## config.mk

```make
export PLATFORM = sky130hd
export DESIGN_NAME = eth_tx_top
export DESIGN_NICKNAME = d
export VERILOG_FILES = /design/src/hdl/eth_tx_pkg.sv /design/src/hdl/tx_channel_slot.sv /design/src/hdl/tx_arbiter.sv /design/src/hdl/frame_sender.sv /design/src/hdl/eth_tx_top.sv
export SDC_FILE = /design/constraint.sdc
export NUM_CORES = 1
export LEC_CHECK = 0
export ABC_AREA = 1
export BUFFER_PORTS_ARGS = -buffer_cell sky130_fd_sc_hd__buf_4
export CAP_MARGIN = 20
export CORE_MARGIN = 2
export CORE_UTILIZATION = 35
export CTS_BUF_LIST = sky130_fd_sc_hd__clkbuf_4 sky130_fd_sc_hd__clkbuf_8 sky130_fd_sc_hd__clkbuf_16
export DETAILED_ROUTE_END_ITERATION = 16
export GPL_TIMING_DRIVEN = 1
export PLACE_DENSITY = 0.51
export SYNTH_ARGS = -nofsm -noshare
export SYNTH_HDL_FRONTEND = slang
export SYNTH_HIERARCHICAL = 1
export SYNTH_SLANG_ARGS = --single-unit
```

## constraint.sdc

```tcl
create_clock -name tx_clock -period 3.3 [get_ports tx_clock]
set_clock_uncertainty 0.05 [all_clocks]
set_input_delay 0.33 -clock tx_clock [delete_from_list [all_inputs] [get_ports tx_clock]]
set_output_delay 0.33 -clock tx_clock [all_outputs]
set_load 0.01 [all_outputs]
```

## src/hdl/eth_tx_pkg.sv

```systemverilog
//--------------------------------------------------------------------------
// ethernet transmit scheduler, shared definitions
// widths, channel numbering, frame constants and fsm encodings
//--------------------------------------------------------------------------

`default_nettype none

package eth_tx_pkg;

  //------------------------------------------------------------------------
  // channels
  //------------------------------------------------------------------------
  localparam int num_channels = 4;

  typedef logic [1:0]  chan_t;   // channel index, lower wins
  typedef logic [7:0]  byte_t;   // one wire byte
  typedef logic [10:0] len_t;    // payload bytes, 1..1500
  typedef logic [47:0] mac_t;
  typedef logic [31:0] crc_t;

  localparam chan_t ch_arp  = 2'd0;  // address resolution
  localparam chan_t ch_icmp = 2'd1;  // echo reply
  localparam chan_t ch_dhcp = 2'd2;  // address lease
  localparam chan_t ch_udp  = 2'd3;  // user datagram

  //------------------------------------------------------------------------
  // frame layout
  //------------------------------------------------------------------------
  localparam int    preamble_len  = 7;
  localparam byte_t preamble_byte = 8'h55;
  localparam byte_t sfd_byte      = 8'hd5;
  localparam int    mac_bytes     = 6;
  localparam int    type_bytes    = 2;
  localparam int    fcs_bytes     = 4;
  localparam int    ifg_len       = 12;   // idle cycles between frames

  localparam logic [15:0] ethertype_arp = 16'h0806;
  localparam logic [15:0] ethertype_ip  = 16'h0800;

  // reflected crc-32, inverted on the wire
  localparam crc_t crc_poly = 32'hedb88320;
  localparam crc_t crc_init = 32'hffffffff;

  //------------------------------------------------------------------------
  // state machines
  //------------------------------------------------------------------------
  typedef enum logic [1:0] {
    slot_idle,      // waiting for req
    slot_pending,   // fields latched, waiting for the frame
    slot_ack        // frame out, waiting for req low
  } slot_state_t;

  typedef enum logic [3:0] {
    snd_idle,
    snd_pre,
    snd_sfd,
    snd_dst,
    snd_src,
    snd_type,
    snd_pay,
    snd_fcs,
    snd_gap
  } send_state_t;

endpackage

`default_nettype wire

```

## src/hdl/tx_channel_slot.sv

```systemverilog
//--------------------------------------------------------------------------
// transmit channel slot
// four-phase req/ack with one source, holds length and destination
// until the frame has been sent
//--------------------------------------------------------------------------

`default_nettype none
`timescale 1ns/1ps

module tx_channel_slot (
  input  wire logic           tx_clock,
  input  wire logic           arst_n,
  input  wire logic           req,       // from source
  input  eth_tx_pkg::len_t    len_in,
  input  eth_tx_pkg::mac_t    dst_in,
  input  wire logic           done,      // frame of this slot finished
  output logic                ack,
  output logic                pending,
  output eth_tx_pkg::len_t    len_out,
  output eth_tx_pkg::mac_t    dst_out
);

  import eth_tx_pkg::*;

  slot_state_t state;
  logic        take;   // accept a new request this cycle

  assign take = (state == slot_idle) && req;

  //------------------------------------------------------------------------
  // handshake fsm
  //------------------------------------------------------------------------
  always_ff @(posedge tx_clock or negedge arst_n) begin
    if (!arst_n) begin
      state <= slot_idle;
    end else begin
      case (state)
        slot_idle: begin
          if (req) state <= slot_pending;
        end
        slot_pending: begin
          if (done) state <= slot_ack;   // held req keeps waiting here
        end
        slot_ack: begin
          if (!req) state <= slot_idle;  // source closed the handshake
        end
        default: state <= slot_idle;
      endcase
    end
  end

  // request fields, frozen from latch until ack
  always_ff @(posedge tx_clock) begin
    if (take) begin
      len_out <= len_in;
      dst_out <= dst_in;
    end
  end

  assign pending = (state == slot_pending);
  assign ack     = (state == slot_ack);

endmodule

`default_nettype wire

```

## src/hdl/tx_arbiter.sv

```systemverilog
//--------------------------------------------------------------------------
// transmit arbiter
// fixed priority over pending slots, arp first and udp last; holds the
// grant for the whole frame and returns completion to the winner
//--------------------------------------------------------------------------

`default_nettype none
`timescale 1ns/1ps

module tx_arbiter (
  input  wire logic                                          tx_clock,
  input  wire logic                                          arst_n,
  input  wire logic [eth_tx_pkg::num_channels-1:0]           pending,
  input  eth_tx_pkg::len_t [eth_tx_pkg::num_channels-1:0]    len_in,
  input  eth_tx_pkg::mac_t [eth_tx_pkg::num_channels-1:0]    dst_in,
  input  wire logic                                          send_ready,
  input  wire logic                                          send_done,
  output logic [eth_tx_pkg::num_channels-1:0]                slot_done,
  output logic                                               start,
  output eth_tx_pkg::chan_t                                  chan,
  output eth_tx_pkg::len_t                                   len,
  output eth_tx_pkg::mac_t                                   dst
);

  import eth_tx_pkg::*;

  logic  busy;     // grant outstanding until send_done
  logic  grant;    // issue a new start this cycle
  chan_t pick;     // highest priority pending channel

  //------------------------------------------------------------------------
  // priority select
  //------------------------------------------------------------------------
  always_comb begin
    if (pending[ch_arp])
      pick = ch_arp;
    else if (pending[ch_icmp])
      pick = ch_icmp;
    else if (pending[ch_dhcp])
      pick = ch_dhcp;
    else
      pick = ch_udp;   // only matters when udp is pending
  end

  assign grant = !busy && send_ready && (|pending);

  //------------------------------------------------------------------------
  // grant register
  //------------------------------------------------------------------------
  always_ff @(posedge tx_clock or negedge arst_n) begin
    if (!arst_n) begin
      busy  <= 1'b0;
      start <= 1'b0;
      chan  <= ch_arp;
    end else begin
      start <= 1'b0;            // single cycle pulse
      if (send_done) begin
        busy <= 1'b0;           // next pick waits for ready
      end else if (grant) begin
        busy  <= 1'b1;
        start <= 1'b1;
        chan  <= pick;
      end
    end
  end

  // muxed request fields, stable for the sender during the frame
  always_ff @(posedge tx_clock) begin
    if (grant) begin
      len <= len_in[pick];
      dst <= dst_in[pick];
    end
  end

  // completion back to the granted slot only
  always_comb begin
    slot_done       = '0;
    slot_done[chan] = send_done && busy;
  end

endmodule

`default_nettype wire

```

## src/hdl/frame_sender.sv

```systemverilog
//--------------------------------------------------------------------------
// frame sender
// one byte per cycle: preamble, sfd, mac header, ethertype, payload
// pulled from the granted source, crc-32 fcs, then the inter-frame gap
//--------------------------------------------------------------------------

`default_nettype none
`timescale 1ns/1ps

module frame_sender (
  input  wire logic         tx_clock,
  input  wire logic         arst_n,
  input  wire logic         start,       // from arbiter, one cycle
  input  eth_tx_pkg::chan_t chan,
  input  eth_tx_pkg::len_t  len,
  input  eth_tx_pkg::mac_t  dst,
  input  eth_tx_pkg::mac_t  local_mac,
  input  eth_tx_pkg::byte_t payload,     // registered at source
  output logic              ready,
  output logic              done,
  output logic              payload_rd,
  output eth_tx_pkg::chan_t payload_ch,
  output eth_tx_pkg::byte_t tx_data,
  output logic              tx_en
);

  import eth_tx_pkg::*;

  send_state_t state;
  len_t        cnt;         // byte index inside the current field
  len_t        cnt_last;    // last index of the current field
  logic        at_last;
  logic [15:0] ether_type;
  crc_t        crc_q;
  crc_t        fcs_word;

  // bytewise update, lsb first as on the wire
  function automatic crc_t crc_step(crc_t crc_in, byte_t data);
    crc_t c;
    c = crc_in ^ {24'd0, data};
    for (int b = 0; b < 8; b++) begin
      c = c[0] ? ((c >> 1) ^ crc_poly) : (c >> 1);
    end
    return c;
  endfunction

  assign ether_type = (chan == ch_arp) ? ethertype_arp : ethertype_ip;
  assign fcs_word   = ~crc_q;   // final inversion

  //------------------------------------------------------------------------
  // field length per state
  //------------------------------------------------------------------------
  always_comb begin
    case (state)
      snd_pre:          cnt_last = len_t'(preamble_len - 1);
      snd_dst, snd_src: cnt_last = len_t'(mac_bytes - 1);
      snd_type:         cnt_last = len_t'(type_bytes - 1);
      snd_pay:          cnt_last = len - 1'b1;
      snd_fcs:          cnt_last = len_t'(fcs_bytes - 1);
      snd_gap:          cnt_last = len_t'(ifg_len - 1);
      default:          cnt_last = '0;   // idle and sfd are one step
    endcase
  end

  assign at_last = (cnt == cnt_last);

  //------------------------------------------------------------------------
  // sequencer
  //------------------------------------------------------------------------
  always_ff @(posedge tx_clock or negedge arst_n) begin
    if (!arst_n) begin
      state <= snd_idle;
      cnt   <= '0;
    end else begin
      cnt <= at_last ? '0 : cnt + 1'b1;
      case (state)
        snd_idle: if (start)   state <= snd_pre;
        snd_pre:  if (at_last) state <= snd_sfd;
        snd_sfd:               state <= snd_dst;
        snd_dst:  if (at_last) state <= snd_src;
        snd_src:  if (at_last) state <= snd_type;
        snd_type: if (at_last) state <= snd_pay;
        snd_pay:  if (at_last) state <= snd_fcs;
        snd_fcs:  if (at_last) state <= snd_gap;
        snd_gap:  if (at_last) state <= snd_idle;   // ready again
        default:               state <= snd_idle;
      endcase
    end
  end

  //------------------------------------------------------------------------
  // byte mux
  //------------------------------------------------------------------------
  always_comb begin
    case (state)
      snd_pre:  tx_data = preamble_byte;
      snd_sfd:  tx_data = sfd_byte;
      snd_dst:  tx_data = dst[47 - 8*cnt[2:0] -: 8];          // msb first
      snd_src:  tx_data = local_mac[47 - 8*cnt[2:0] -: 8];
      snd_type: tx_data = ether_type[15 - 8*cnt[0] -: 8];
      snd_pay:  tx_data = payload;                           // pulled last cycle
      snd_fcs:  tx_data = fcs_word[8*cnt[1:0] +: 8];          // lsb first
      default:  tx_data = '0;
    endcase
  end

  // crc runs over dst, src, type and payload as they go out
  always_ff @(posedge tx_clock) begin
    if (state == snd_idle)
      crc_q <= crc_init;
    else if (state inside {snd_dst, snd_src, snd_type, snd_pay})
      crc_q <= crc_step(crc_q, tx_data);
  end

  assign tx_en = !(state inside {snd_idle, snd_gap});
  assign ready = (state == snd_idle);
  assign done  = (state == snd_fcs) && at_last;   // rides on the last fcs byte

  // len reads, first one a cycle ahead of the first payload byte
  assign payload_rd = ((state == snd_type) && at_last) ||
                      ((state == snd_pay) && !at_last);
  assign payload_ch = chan;

endmodule

`default_nettype wire

```

## src/hdl/eth_tx_top.sv

```systemverilog
//--------------------------------------------------------------------------
// ethernet transmit scheduler, top level
// four request slots, fixed-priority arbiter and byte-wide frame sender
//--------------------------------------------------------------------------

`default_nettype none
`timescale 1ns/1ps

module eth_tx_top (
  input  wire logic                                        tx_clock,
  input  wire logic                                        arst_n,
  input  eth_tx_pkg::mac_t                                 local_mac,
  input  wire logic [eth_tx_pkg::num_channels-1:0]         src_req,
  output logic [eth_tx_pkg::num_channels-1:0]              src_ack,
  input  eth_tx_pkg::len_t [eth_tx_pkg::num_channels-1:0]  src_len,
  input  eth_tx_pkg::mac_t [eth_tx_pkg::num_channels-1:0]  src_dst_mac,
  output logic                                             payload_rd,
  output eth_tx_pkg::chan_t                                payload_ch,
  input  eth_tx_pkg::byte_t                                payload,
  output eth_tx_pkg::byte_t                                tx_data,
  output logic                                             tx_en
);

  import eth_tx_pkg::*;

  // slots to arbiter
  logic [num_channels-1:0] pending;
  logic [num_channels-1:0] slot_done;
  len_t [num_channels-1:0] slot_len;
  mac_t [num_channels-1:0] slot_dst;

  // arbiter to sender
  logic  start;
  chan_t chan;
  len_t  len;
  mac_t  dst;
  logic  send_ready;
  logic  send_done;

  //------------------------------------------------------------------------
  // one slot per source
  //------------------------------------------------------------------------
  for (genvar i = 0; i < num_channels; i++) begin : g_slot
    tx_channel_slot slot_i (
      .tx_clock (tx_clock),
      .arst_n   (arst_n),
      .req      (src_req[i]),
      .len_in   (src_len[i]),
      .dst_in   (src_dst_mac[i]),
      .done     (slot_done[i]),
      .ack      (src_ack[i]),
      .pending  (pending[i]),
      .len_out  (slot_len[i]),
      .dst_out  (slot_dst[i])
    );
  end

  tx_arbiter tx_arbiter_i (
    .tx_clock   (tx_clock),
    .arst_n     (arst_n),
    .pending    (pending),
    .len_in     (slot_len),
    .dst_in     (slot_dst),
    .send_ready (send_ready),
    .send_done  (send_done),
    .slot_done  (slot_done),
    .start      (start),
    .chan       (chan),
    .len        (len),
    .dst        (dst)
  );

  frame_sender frame_sender_i (
    .tx_clock   (tx_clock),
    .arst_n     (arst_n),
    .start      (start),
    .chan       (chan),
    .len        (len),
    .dst        (dst),
    .local_mac  (local_mac),
    .payload    (payload),
    .ready      (send_ready),
    .done       (send_done),
    .payload_rd (payload_rd),
    .payload_ch (payload_ch),
    .tx_data    (tx_data),
    .tx_en      (tx_en)
  );

endmodule

`default_nettype wire

```

# Yosys cells after proc, flatten, opt, wreduce, memory -nomap -nowiden
# Index checks and enable logic that the tools add are counted.
[word_totals] ff_bits=354 in_bits=298 wordCells=162
[op_classes] add_sub_neg=4 n_lt_le_gt_ge=3 eq_ne=37 shift=4 muxes=50 bitwise_logic=12 n_reduce_logical=32
[op_table] op="2-to-1 mux 32 bit" n=8
[op_table] op="NOT 13 -> 14 bit" n=8
[op_table] op="variable part select 55 x 33 -> 8 bit" n=2
[op_table] op="binary-select mux 48 bit (select 2 bit)" n=1
[op_table] op="one-hot mux 11 bit (6 select lines)" n=1
[op_table] op="one-hot mux 8 bit (7 select lines)" n=1
[op_table] op="2-to-1 mux 48 bit" n=1
[op_table] op="one-hot mux 4 bit (9 select lines)" n=1
[op_table] op="variable part select 23 x 33 -> 8 bit" n=1
[op_table] op="2-to-1 mux 4 bit" n=8
[op_table] op="NOT 32 bit" n=1
[op_table] op="variable part select 32 x 6 -> 8 bit" n=1
[op_table] op="bitwise XOR 32 x 8 -> 32 bit" n=1
[op_table] op="2-to-1 mux 2 bit" n=14
[op_table] op="inequality test 2 bit, second input constant" n=13
[op_table] op="one-hot mux 2 bit (3 select lines)" n=4
[op_table] op="binary-select mux 11 bit (select 2 bit)" n=1
[op_table] op="2-to-1 mux 11 bit" n=2
[op_table] op="equality test 4 x 3 -> 1 bit, second input constant" n=4
[op_table] op="inequality test 2 x 1 -> 1 bit, second input constant" n=7
[op_table] op="AND reduction 3 bit" n=4
[op_table] op="adder 11 x 1 -> 11 bit, second input constant" n=1
[op_table] op="equality test 11 bit" n=1
[op_table] op="logical AND 1 bit" n=11
[op_table] op="25 further kinds" n=45

# Depth between registers and ports, before layout
# Gate-level depths: netlist of the first run.
[depth] depth_word=21 mapped_depth=22 mapped_depth_nobuf=21

# Modules after synthesis
# The synthesis of the first run kept the hierarchy.
[by_module_without_submodules] module="tx_channel_slot" instances=4 cells_per_inst=74 area_per_inst_um2=1874.3 seq_area_each_um2=1821.7
[by_module_without_submodules] module="frame_sender" instances=1 cells_per_inst=922 area_per_inst_um2=5211.2 seq_area_each_um2=1016.0
[by_module_without_submodules] module="tx_arbiter" instances=1 cells_per_inst=793 area_per_inst_um2=5154.9 seq_area_each_um2=1871.8

# Worst setup path after synthesis of the first run
# Ideal clock, no wire load.
[synth_path] kind="register to register" startpoint="register frame_sender_i.state[3]" endpoint="register tx_arbiter_i.dst[0] (enable)" setup_time_ps=413 arrival_time_ps=2229 path_slack_ps=608 stages_incl_launch_ff=8 path_buffers=0 period_less_slack_ps=2692 path_cell_list="dfrtp_1 nor2_1 inv_1 nor2_1 inv_1 nor2_1 nand2_1 inv_1"
[synth_between] elab_chain_cells=3
[synth_rtl] item="from (decl)" line_no="frame_sender.sv:29" source="send_state_t state;"
[synth_rtl] item="from (signal assigned)" line_no="frame_sender.sv:72" source="state <= snd_idle;"
[synth_rtl] item="from (signal assigned)" line_no="frame_sender.sv:77" source="snd_idle: if (start) state <= snd_pre;"
[synth_rtl] item="from (signal assigned)" line_no="frame_sender.sv:78" source="snd_pre: if (at_last) state <= snd_sfd;"
[synth_rtl] item="logical NOT 4 bit" line_no="frame_sender.sv:116" source="assign ready = (state == snd_idle);"
[synth_rtl] item="via send_ready" line_no="eth_tx_top.sv:37" source="logic send_ready;"
[synth_rtl] item="logical AND 1 bit (2 in a row)" line_no="tx_arbiter.sv:45" source="assign grant = !busy && send_ready && (|pending);"
[synth_rtl] item="via tx_arbiter_i.grant" line_no="tx_arbiter.sv:28" source="logic grant;"
[synth_rtl] item="to (signal assigned)" line_no="tx_arbiter.sv:71" source="dst <= dst_in[pick];"
[synth_rtl] item="to (decl)" line_no="tx_arbiter.sv:22" source="output eth_tx_pkg::mac_t dst"
# The timed path passes the listed nets, and every way through them passes these cells.
# A chain may end at the register's enable or synchronous reset.

# Worst setup path in the final report of the first run
[layout_path] startpoint="register frame_sender_i.state[2]" endpoint="output payload_rd"
[layout_between] elab_chain_cells=7 elab_cells_between_ends=14
[layout_rtl] item="equality test 4 x 3 -> 1 bit or equality test 4 x 2 -> 1 bit (tied branches)" line_no="frame_sender.sv:54" source="case (state)"
[layout_rtl] item="OR reduction 2 bit" line_no="frame_sender.sv:54"
[layout_rtl] item="one-hot mux 11 bit (6 select lines)" line_no="frame_sender.sv:54"
[layout_rtl] item="equality test 11 bit" line_no="frame_sender.sv:65" source="assign at_last = (cnt == cnt_last);"
[layout_rtl] item="logical NOT 1 bit" line_no="frame_sender.sv:121" source="((state == snd_pay) && !at_last);"
[layout_rtl] item="logical AND 1 bit" line_no="frame_sender.sv:121"
[layout_rtl] item="logical OR 1 bit *" line_no="frame_sender.sv:120" source="assign payload_rd = ((state == snd_type) && at_last) ||"
[layout_rtl] item="to (decl)" line_no="eth_tx_top.sv:17" source="output logic payload_rd,"
# Mark *: on every way between the ends. The rest lies on a longest branch, timed or not.

==> impl_metrics.csv, run 1 <==
group,metric,value,unit
worst_setup_path,worstSetupPathType,"reg2out",
worst_setup_path,worst-r2r-setup-slack,280,ps
worst_setup_path,crit_top_cell,"buf_6",
synthesis,yosys.area.top_type,"edfxtp_1",
floorplan,die-height,230,um
timing,worst_pin_slew,850,ps
cts,path_clk_slew,60,ps
synthesis,yosys-top-cells-area,"edfxtp_1, nand2_1, nand3_1",
global_route,grt_pass1_vias,15960,
worst_setup_path,arrival,2810,ps
routing,vias,15727,
cts,ctsLongestPathBuffers,3,
worst_setup_path,cp-end-kind,"output port",
floorplan,core,50300,um2
routing,viasPerCell,4.77,
timing,period_share,96.8,%
timing,max_slew_margin,43.3,%
hold_path,hold_path.class,"in2async",
layout,regArea,10200,um2
cts,htreeDepth,2,
global_route,grt.total_usage,23.1,%
timing,hold_viol_final,0,
worst_setup_path,critPathBufInv,3,
synthesis,postSynthAreaPerCell,8.88,um2
place,postPlaceCellArea,21200,um2
floorplan,rows,82,
timing,holdWs,187,ps
worst_setup_path,crit_slowest_cell,"dfrtp_1",
global_route,grt_pass1_wl,92600,um
layout,synthToLayoutAreaGrowth,40.1,%
routing,ant_nets,0,
synthesis,ys.flop_type,"edfxtp_1",
routing,routed_wl,61200,um
worst_setup_path,r2r_end,"g_slot[1].slot_i/state[0]$_DFFE_PN0P_",
routing,wl_per_cell,18.6,um
routing,drc,0,
worst_setup_path,r2r-start,"frame_sender_i/state[2]$_DFFE_PN0P_",
worst_setup_path,startpoint_type,"flop",
timing,finalSetupViolCount,0,
power,peakVddDrop,411,uV
floorplan,ioPinCount,314,
power,p_per_area,832,nW/um2
routing,first_iter_violations,1127,
cts,tritoncts,"built",
synthesis,ys_seq_area_share,57.0,%
cts,insertion_delay,580,ps
worst_setup_path,rr_worst_depth,18,
worst_setup_path,crit_fanout,12,
synthesis,syn_nets,2313,
timing,drv_slew,0,
place,io_buffers,313,
layout,fillerInstances,4710,
layout,multiInputGateArea,5800,um2
floorplan,die_x,230,um
power,cellLeakagePower,0.0116,uW
layout,fin_nets,2890,
synthesis,yosysWarnings,6,
power,p_total,20800,uW
timing,timing.fmax,0.313,GHz
synthesis,synth_edf_count,295,
worst_setup_path,path_delay_family,"simple AND/OR/NAND/NOR gates",
global_route,antenna_found_initial,18,
synthesis,syn_inst,2011,
synthesis,synth.top_cell.area_share,49.6,%
routing,dr.pass1.iters,5,
floorplan,dieArea,52900,um2
worst_setup_path,path_cells,"inv_2, nor2_4, buf_6, nand2_4, nand2_1, a21oi_1, nand4_1, xor2_1, nand3_1, nor3_2, nand3_2, o21ai_4, buf_6",
synthesis,synthArstFlopShare,7.63,%
job,maxCapViolCount,0,
global_route,grt_max_degree,79,
timing,post-route-min-period,3190,ps
floorplan,start_util,35.5,%
place,place_hpwl,41900,um
cts,cts_buffers,42,
layout,drive_gt1_share,20.8,%
place,gp_congestion,0.908,
cts,clock-sinks,354,
synthesis,synth_cell_type_count,47,
worst_setup_path,max_stage_delay,420,ps
worst_setup_path,worst_ep_required_time,2920,ps
global_route,overflow,0,
synthesis,synth_area,17900,um2
layout,design_area,25000,um2
synthesis,ys_ff_latch,354,
run_status,status,"finished clean",
cts,cts_root_buffer,"clkbuf_16",
timing,rsz0062_at_grt,"yes",
## metrics by stage
| step | instances | setup TNS (ps) | utilization, % | worst slack, ps |
|---|---|---|---|---|
| after floorplan | 2011 | 0 | - | 608 |
| after global placement | 2966 | 0 | 42.0 | 234 |
| after detailed placement | 2967 | 0 | 42.1 | 203 |
| after CTS | 3288 | 0 | 49.6 | 5.36 |
| after global routing | 3294 | -60.2 | 49.7 | -60.2 |
| final | 3298 | 0 | 49.8 | 107 |
## how the worst max path moves through the flow
stage | start | endpoint | slack (ps) | cells past startpoint
3_5_place_dp | frame_sender_i/state[3]$_DFFE_PN0P_ | frame_sender_i/crc_q[19]$_SDFFE_PP1P_ | 200 | 22
5_1_grt | tx_arbiter_i/len[1]$_DFFE_PP_ | payload_rd | -60 | 14
6_report | frame_sender_i/state[2]$_DFFE_PN0P_ | payload_rd | 110 | 13
2_1_floorplan | frame_sender_i/state[3]$_DFFE_PN0P_ | tx_arbiter_i/dst[0]$_DFFE_PP_ | 610 | 7
3_3_place_gp | frame_sender_i/state[3]$_DFFE_PN0P_ | frame_sender_i/crc_q[17]$_SDFFE_PP1P_ | 230 | 19
4_1_cts | tx_arbiter_i/len[0]$_DFFE_PP_ | payload_rd | 5 | 15
## cell type report
class                           instances  area share (%)
Timing Repair Buffer                  618            21.8
Tap cell                              672            3.36
Inverter                              389            5.86
Sequential cell                       354            40.7
Clock buffer                           50            4.44
Antenna cell                            9          0.0900
Clock inverter                         23           0.615
Multi-Input combinational cell       1183            23.2
## registers in the layout, summed over array words and instances, names as in the netlist, 4 cells and up
| signal | flops |
|---|---|
| g_slot.slot_i/len_out | 44 |
| g_slot.slot_i/state | 8 |
| g_slot.slot_i/dst_out | 192 |
| tx_arbiter_i/dst | 48 |
| tx_arbiter_i/len | 11 |
| frame_sender_i/cnt | 11 |
| frame_sender_i/state | 4 |
| frame_sender_i/crc_q | 32 |
## worst reg2reg max path, stage by stage, from the launching register on
cell and delay (ps):
dfrtp_1 420, inv_2 120, nor2_4 70, buf_6 160
nand2_4 180, nand2_1 110, a21oi_1 150, nand4_1 120
xor2_1 150, nand3_1 100, nor3_2 160, nand3_2 170
buf_4 170, nor2_1 200, nand2_1 180, nor3_1 220
inv_1 70, nand3_1 80, nand2_1 50
## cells in the final DEF, fill, tap and decap left out, drive strengths merged
cell and n:
nand2 536, inv 389, nand3 385, buf 377
edfxtp 295, dlygate4sd3 241, nor2 78, o21ai 51
clkbuf 50, a21oi 35, dfxtp 32, dfrtp 27
xor2 23, clkinv 21, nor3 18, o211ai 12
diode 9, nand3b 9, nand4 7, xnor2 4
o21bai 4, ha 4, or2 4, o221ai 3
nor4 3, clkinvlp 2, a211oi 2, and3 1
a31oi 1, o22ai 1, a211o 1, o2111ai 1
## kinds of logic (layout without fill, tap and decap cells)
group	Yosys count	in the layout	share of synthesized area, %
xor gates and xnor gates	27	27	1.41
adders and majority gates	4	4	0.280
other	0	9	0
DFF	354	354	57.0
buffers and inverters	474	1080	11.1
and+or+nand+nor	1041	1041	26.6
AOI/OAI and AO/OA	111	111	3.66
## per-layer routing
layer	routed length, um	track usage [%]
met1	24900	28.1
met2	30400	40.2
met3	3690	4.68
met4	2130	9.03
met5	145	0
## where the power goes
part / internal, uW / leakage, uW / switching, uW
combinational: 3700 / 0.00771 / 6710
clock: 2410 / 0.000629 / 1920
sequential: 5720 / 0.00326 / 363
total: 11800 / 0.0116 / 8990
## synthesized netlist by cell type (5+ instances only)
cell type and number:
a21oi_1 33, buf_1 5, buf_2 42, buf_4 5, buf_6 15, clkbuf_1 16
dfrtp_1 27, dfxtp_1 32, edfxtp_1 295, inv_1 377, inv_2 11, nand2_1 503
nand2_2 27, nand2_4 6, nand3_1 362, nand3_2 23, nand3b_1 9, nand4_1 7
nor2_1 73, nor3_1 17, o211ai_1 12, o21ai_0 39, o21ai_1 11, xor2_1 21
## what timing repair did
item | 4_1_cts | 5_1_grt
hold buffers | 241 | 0
endpoints found under the setup margin | 1 | 11
endpoints found under the hold margin | 271 | 0
pin swaps | 8 | 9
buffers inserted | 8 | 1
resized for setup | 14 | 14
Power figures use the tool's default switching activity.
==> run 2: changes to the inputs <==
- PLACE_DENSITY: 0.51 -> not set
- PLACE_DENSITY_LB_ADDON: not set -> 0.15
==> impl_metrics.csv, run 2 (synthesis results as in run 1) <==
group,metric,value,unit
layout,design_area,24900,um2
routing,routed_wl,62000,um
timing,timing.fmax,0.303,GHz
global_route,grt_pass1_wl,93400,um
floorplan,rows,82,
cts,insertion_delay,570,ps
timing,worst_pin_slew,851,ps
place,gp_congestion,0.962,
timing,rsz0062_at_grt,"yes",
cts,clock-sinks,354,
layout,fillerInstances,4688,
cts,tritoncts,"built",
power,p_sw,8960,uW
layout,max_flop_register,"g_slot.slot_i/dst_out",
floorplan,die_x,230,um
global_route,overflow,0,
hold_path,hold_path.class,"in2async",
worst_setup_path,crit_slowest_cell,"edfxtp_1",
layout,layout_commonest_cell,"nand2_1",
cts,path_clk_slew,60,ps
worst_setup_path,path_cells,"inv_2, ha_4, inv_2, nor2_4, nand4_1, nor3_2, nand2_1, o21bai_1, nand3_1, xor2_1, nor2_1, nand3_2, o21ai_2, buf_4",
power,p_comb_share,48.4,%
power,clkPwrFrac,22.0,%
timing,hold_viol_final,0,
routing,wl_per_cell,18.9,um
run_status,status,"finished clean",
floorplan,start_util,35.5,%
timing,holdWs,169,ps
worst_setup_path,max_stage_delay,400,ps
global_route,grt.total_usage,23.3,%
layout,synthToLayoutAreaGrowth,39.2,%
worst_setup_path,critPathBufInv,3,
power,p_sw_share,43.4,%
worst_setup_path,crit_fanout,5,
timing,drv_slew,0,
layout,regArea,10200,um2
cts,ctsLongestPathBuffers,3,
floorplan,die-height,230,um
timing,max_slew_margin,43.3,%
floorplan,core,50300,um2
routing,first_iter_violations,1089,
worst_setup_path,worst_ep_required_time,2920,ps
worst_setup_path,startpoint_type,"flop",
cts,htreeDepth,2,
routing,viasPerCell,4.78,
power,internal_power,11700,uW
worst_setup_path,cp-end-kind,"output port",
routing,dr.pass1.iters,6,
timing,fin_setup_tns,0,ps
layout,reg_top3,"g_slot.slot_i/dst_out: 192 flops, tx_arbiter_i/dst: 48 flops, g_slot.slot_i/len_out: 44 flops",
floorplan,dieArea,52900,um2
timing,setup_ws,4.94,ps
power,peakVddDrop,462,uV
routing,drc,0,
timing,finalSetupViolCount,0,
global_route,grt_max_degree,119,
power,cellLeakagePower,0.0115,uW
cts,cts_root_buffer,"clkbuf_16",
worst_setup_path,crit_top_cell,"inv_2",
layout,final_cell_mix,"nand2_1, inv_1, nand3_1, buf_4, edfxtp_1",
layout,drive_gt1_share,20.1,%
timing,period_share,99.9,%
worst_setup_path,path_delay_family,"simple AND/OR/NAND/NOR gates",
power,p_per_area,831,nW/um2
place,dpl_worst_slack,262,ps
job,maxCapViolCount,0,
place,io_buffers,313,
layout,multiInputGateArea,5760,um2
place,dp.cells,2952,
timing,post-route-min-period,3300,ps
cts,cts_buffers,42,
layout,fin_nets,2873,
layout,stdcell_count,3278,
layout,largest_reg_flops,192,
floorplan,ioPinCount,314,
global_route,antenna_found_initial,12,
routing,ant_nets,0,
place,postPlaceCellArea,21000,um2
worst_setup_path,arrival,2920,ps
place,place_hpwl,42500,um
routing,vias,15680,
power,seq_power_share,29.5,%
global_route,grt_pass1_vias,15714,
worst_setup_path,worstSetupPathType,"reg2out",
[run 2: cell type report]
type                            instances  share of cell area [%]
Multi-Input combinational cell       1183                    23.1
Antenna cell                            5                  0.0503
Inverter                              389                    5.88
Clock inverter                         28                   0.971
Clock buffer                           46                    4.35
Timing Repair Buffer                  601                    21.3
Tap cell                              672                    3.38
Sequential cell                       354                    40.9
[run 2: worst register-to-register path, stage by stage (launching register included)]
cell and delay (ps):
dfrtp_1 410, inv_2 120, nor2_4 60, nand2_4 200
buf_4 290, nand2_1 80, nand3_1 150, nand3_1 90
nand3_1 120, nand3_2 180, nand3_1 180, nand2_4 100
buf_4 180, xnor2_1 340, xor2_1 180, nand2_1 60
nand3_1 80
[run 2: stage by stage]
step / total power [uW] / util [%]
final: 20700 / 49.5
after global routing: 22100 / 49.5
after CTS: 20700 / 49.3
after detailed placement: 15900 / 41.8
after global placement: 15800 / 41.8
after floorplan: 12700 / -
[run 2: path summary, 6_finish.rpt]
kind | startpoint | endpoint | slack [ps] | depth (start not counted)
max | tx_arbiter_i/len[1]$_DFFE_PP_ | payload_rd | 5 | 14
min | arst_n | g_slot[0].slot_i/state[1]$_DFFE_PN0P_ | 170 | 2
max reg2reg | frame_sender_i/state[2]$_DFFE_PN0P_ | frame_sender_i/crc_q[14]$_SDFFE_PP1P_ | 370 | 16
min reg2reg | frame_sender_i/crc_q[31]$_SDFFE_PP1P_ | frame_sender_i/crc_q[31]$_SDFFE_PP1P_ | 450 | 1
max in group asynchronous | arst_n | frame_sender_i/state[1]$_DFFE_PN0P_ | 2720 | 2
min in group tx_clock | payload[4] | frame_sender_i/crc_q[12]$_SDFFE_PP1P_ | 400 | 6
[run 2: power groups by stage]
stage | Combinational (uW) | Clock [uW] | Sequential, uW
finish | 10000 | 4550 | 6100
global route | 11100 | 4830 | 6170
CTS | 9940 | 4650 | 6100
detailed placement | 9670 | 0 | 6190
global placement | 9610 | 0 | 6180
floorplan | 6580 | 0 | 6080
[run 2: repair_timing]
item                                   in CTS  in global routing
gates cloned                                0                  0
resized for setup                           5                  9
pin swaps                                   1                 10
endpoints found under the hold margin     271                  0
setup buffers                               2                  3
hold buffers                              241                  0
setup endpoints to repair                   1                  2
[run 2: metal layers]
metal / routed length (um) / global-route usage (%) / up-vias / part of all wire [%]
met5: 93 / 0 / - / 0.15
met4: 1340 / 5.87 / 16 / 2.2
met3: 4530 / 5.59 / 101 / 7.3
met2: 30800 / 40.6 / 500 / 50
met1: 25200 / 29.0 / 7440 / 41
li1: - / - / 7623 / -
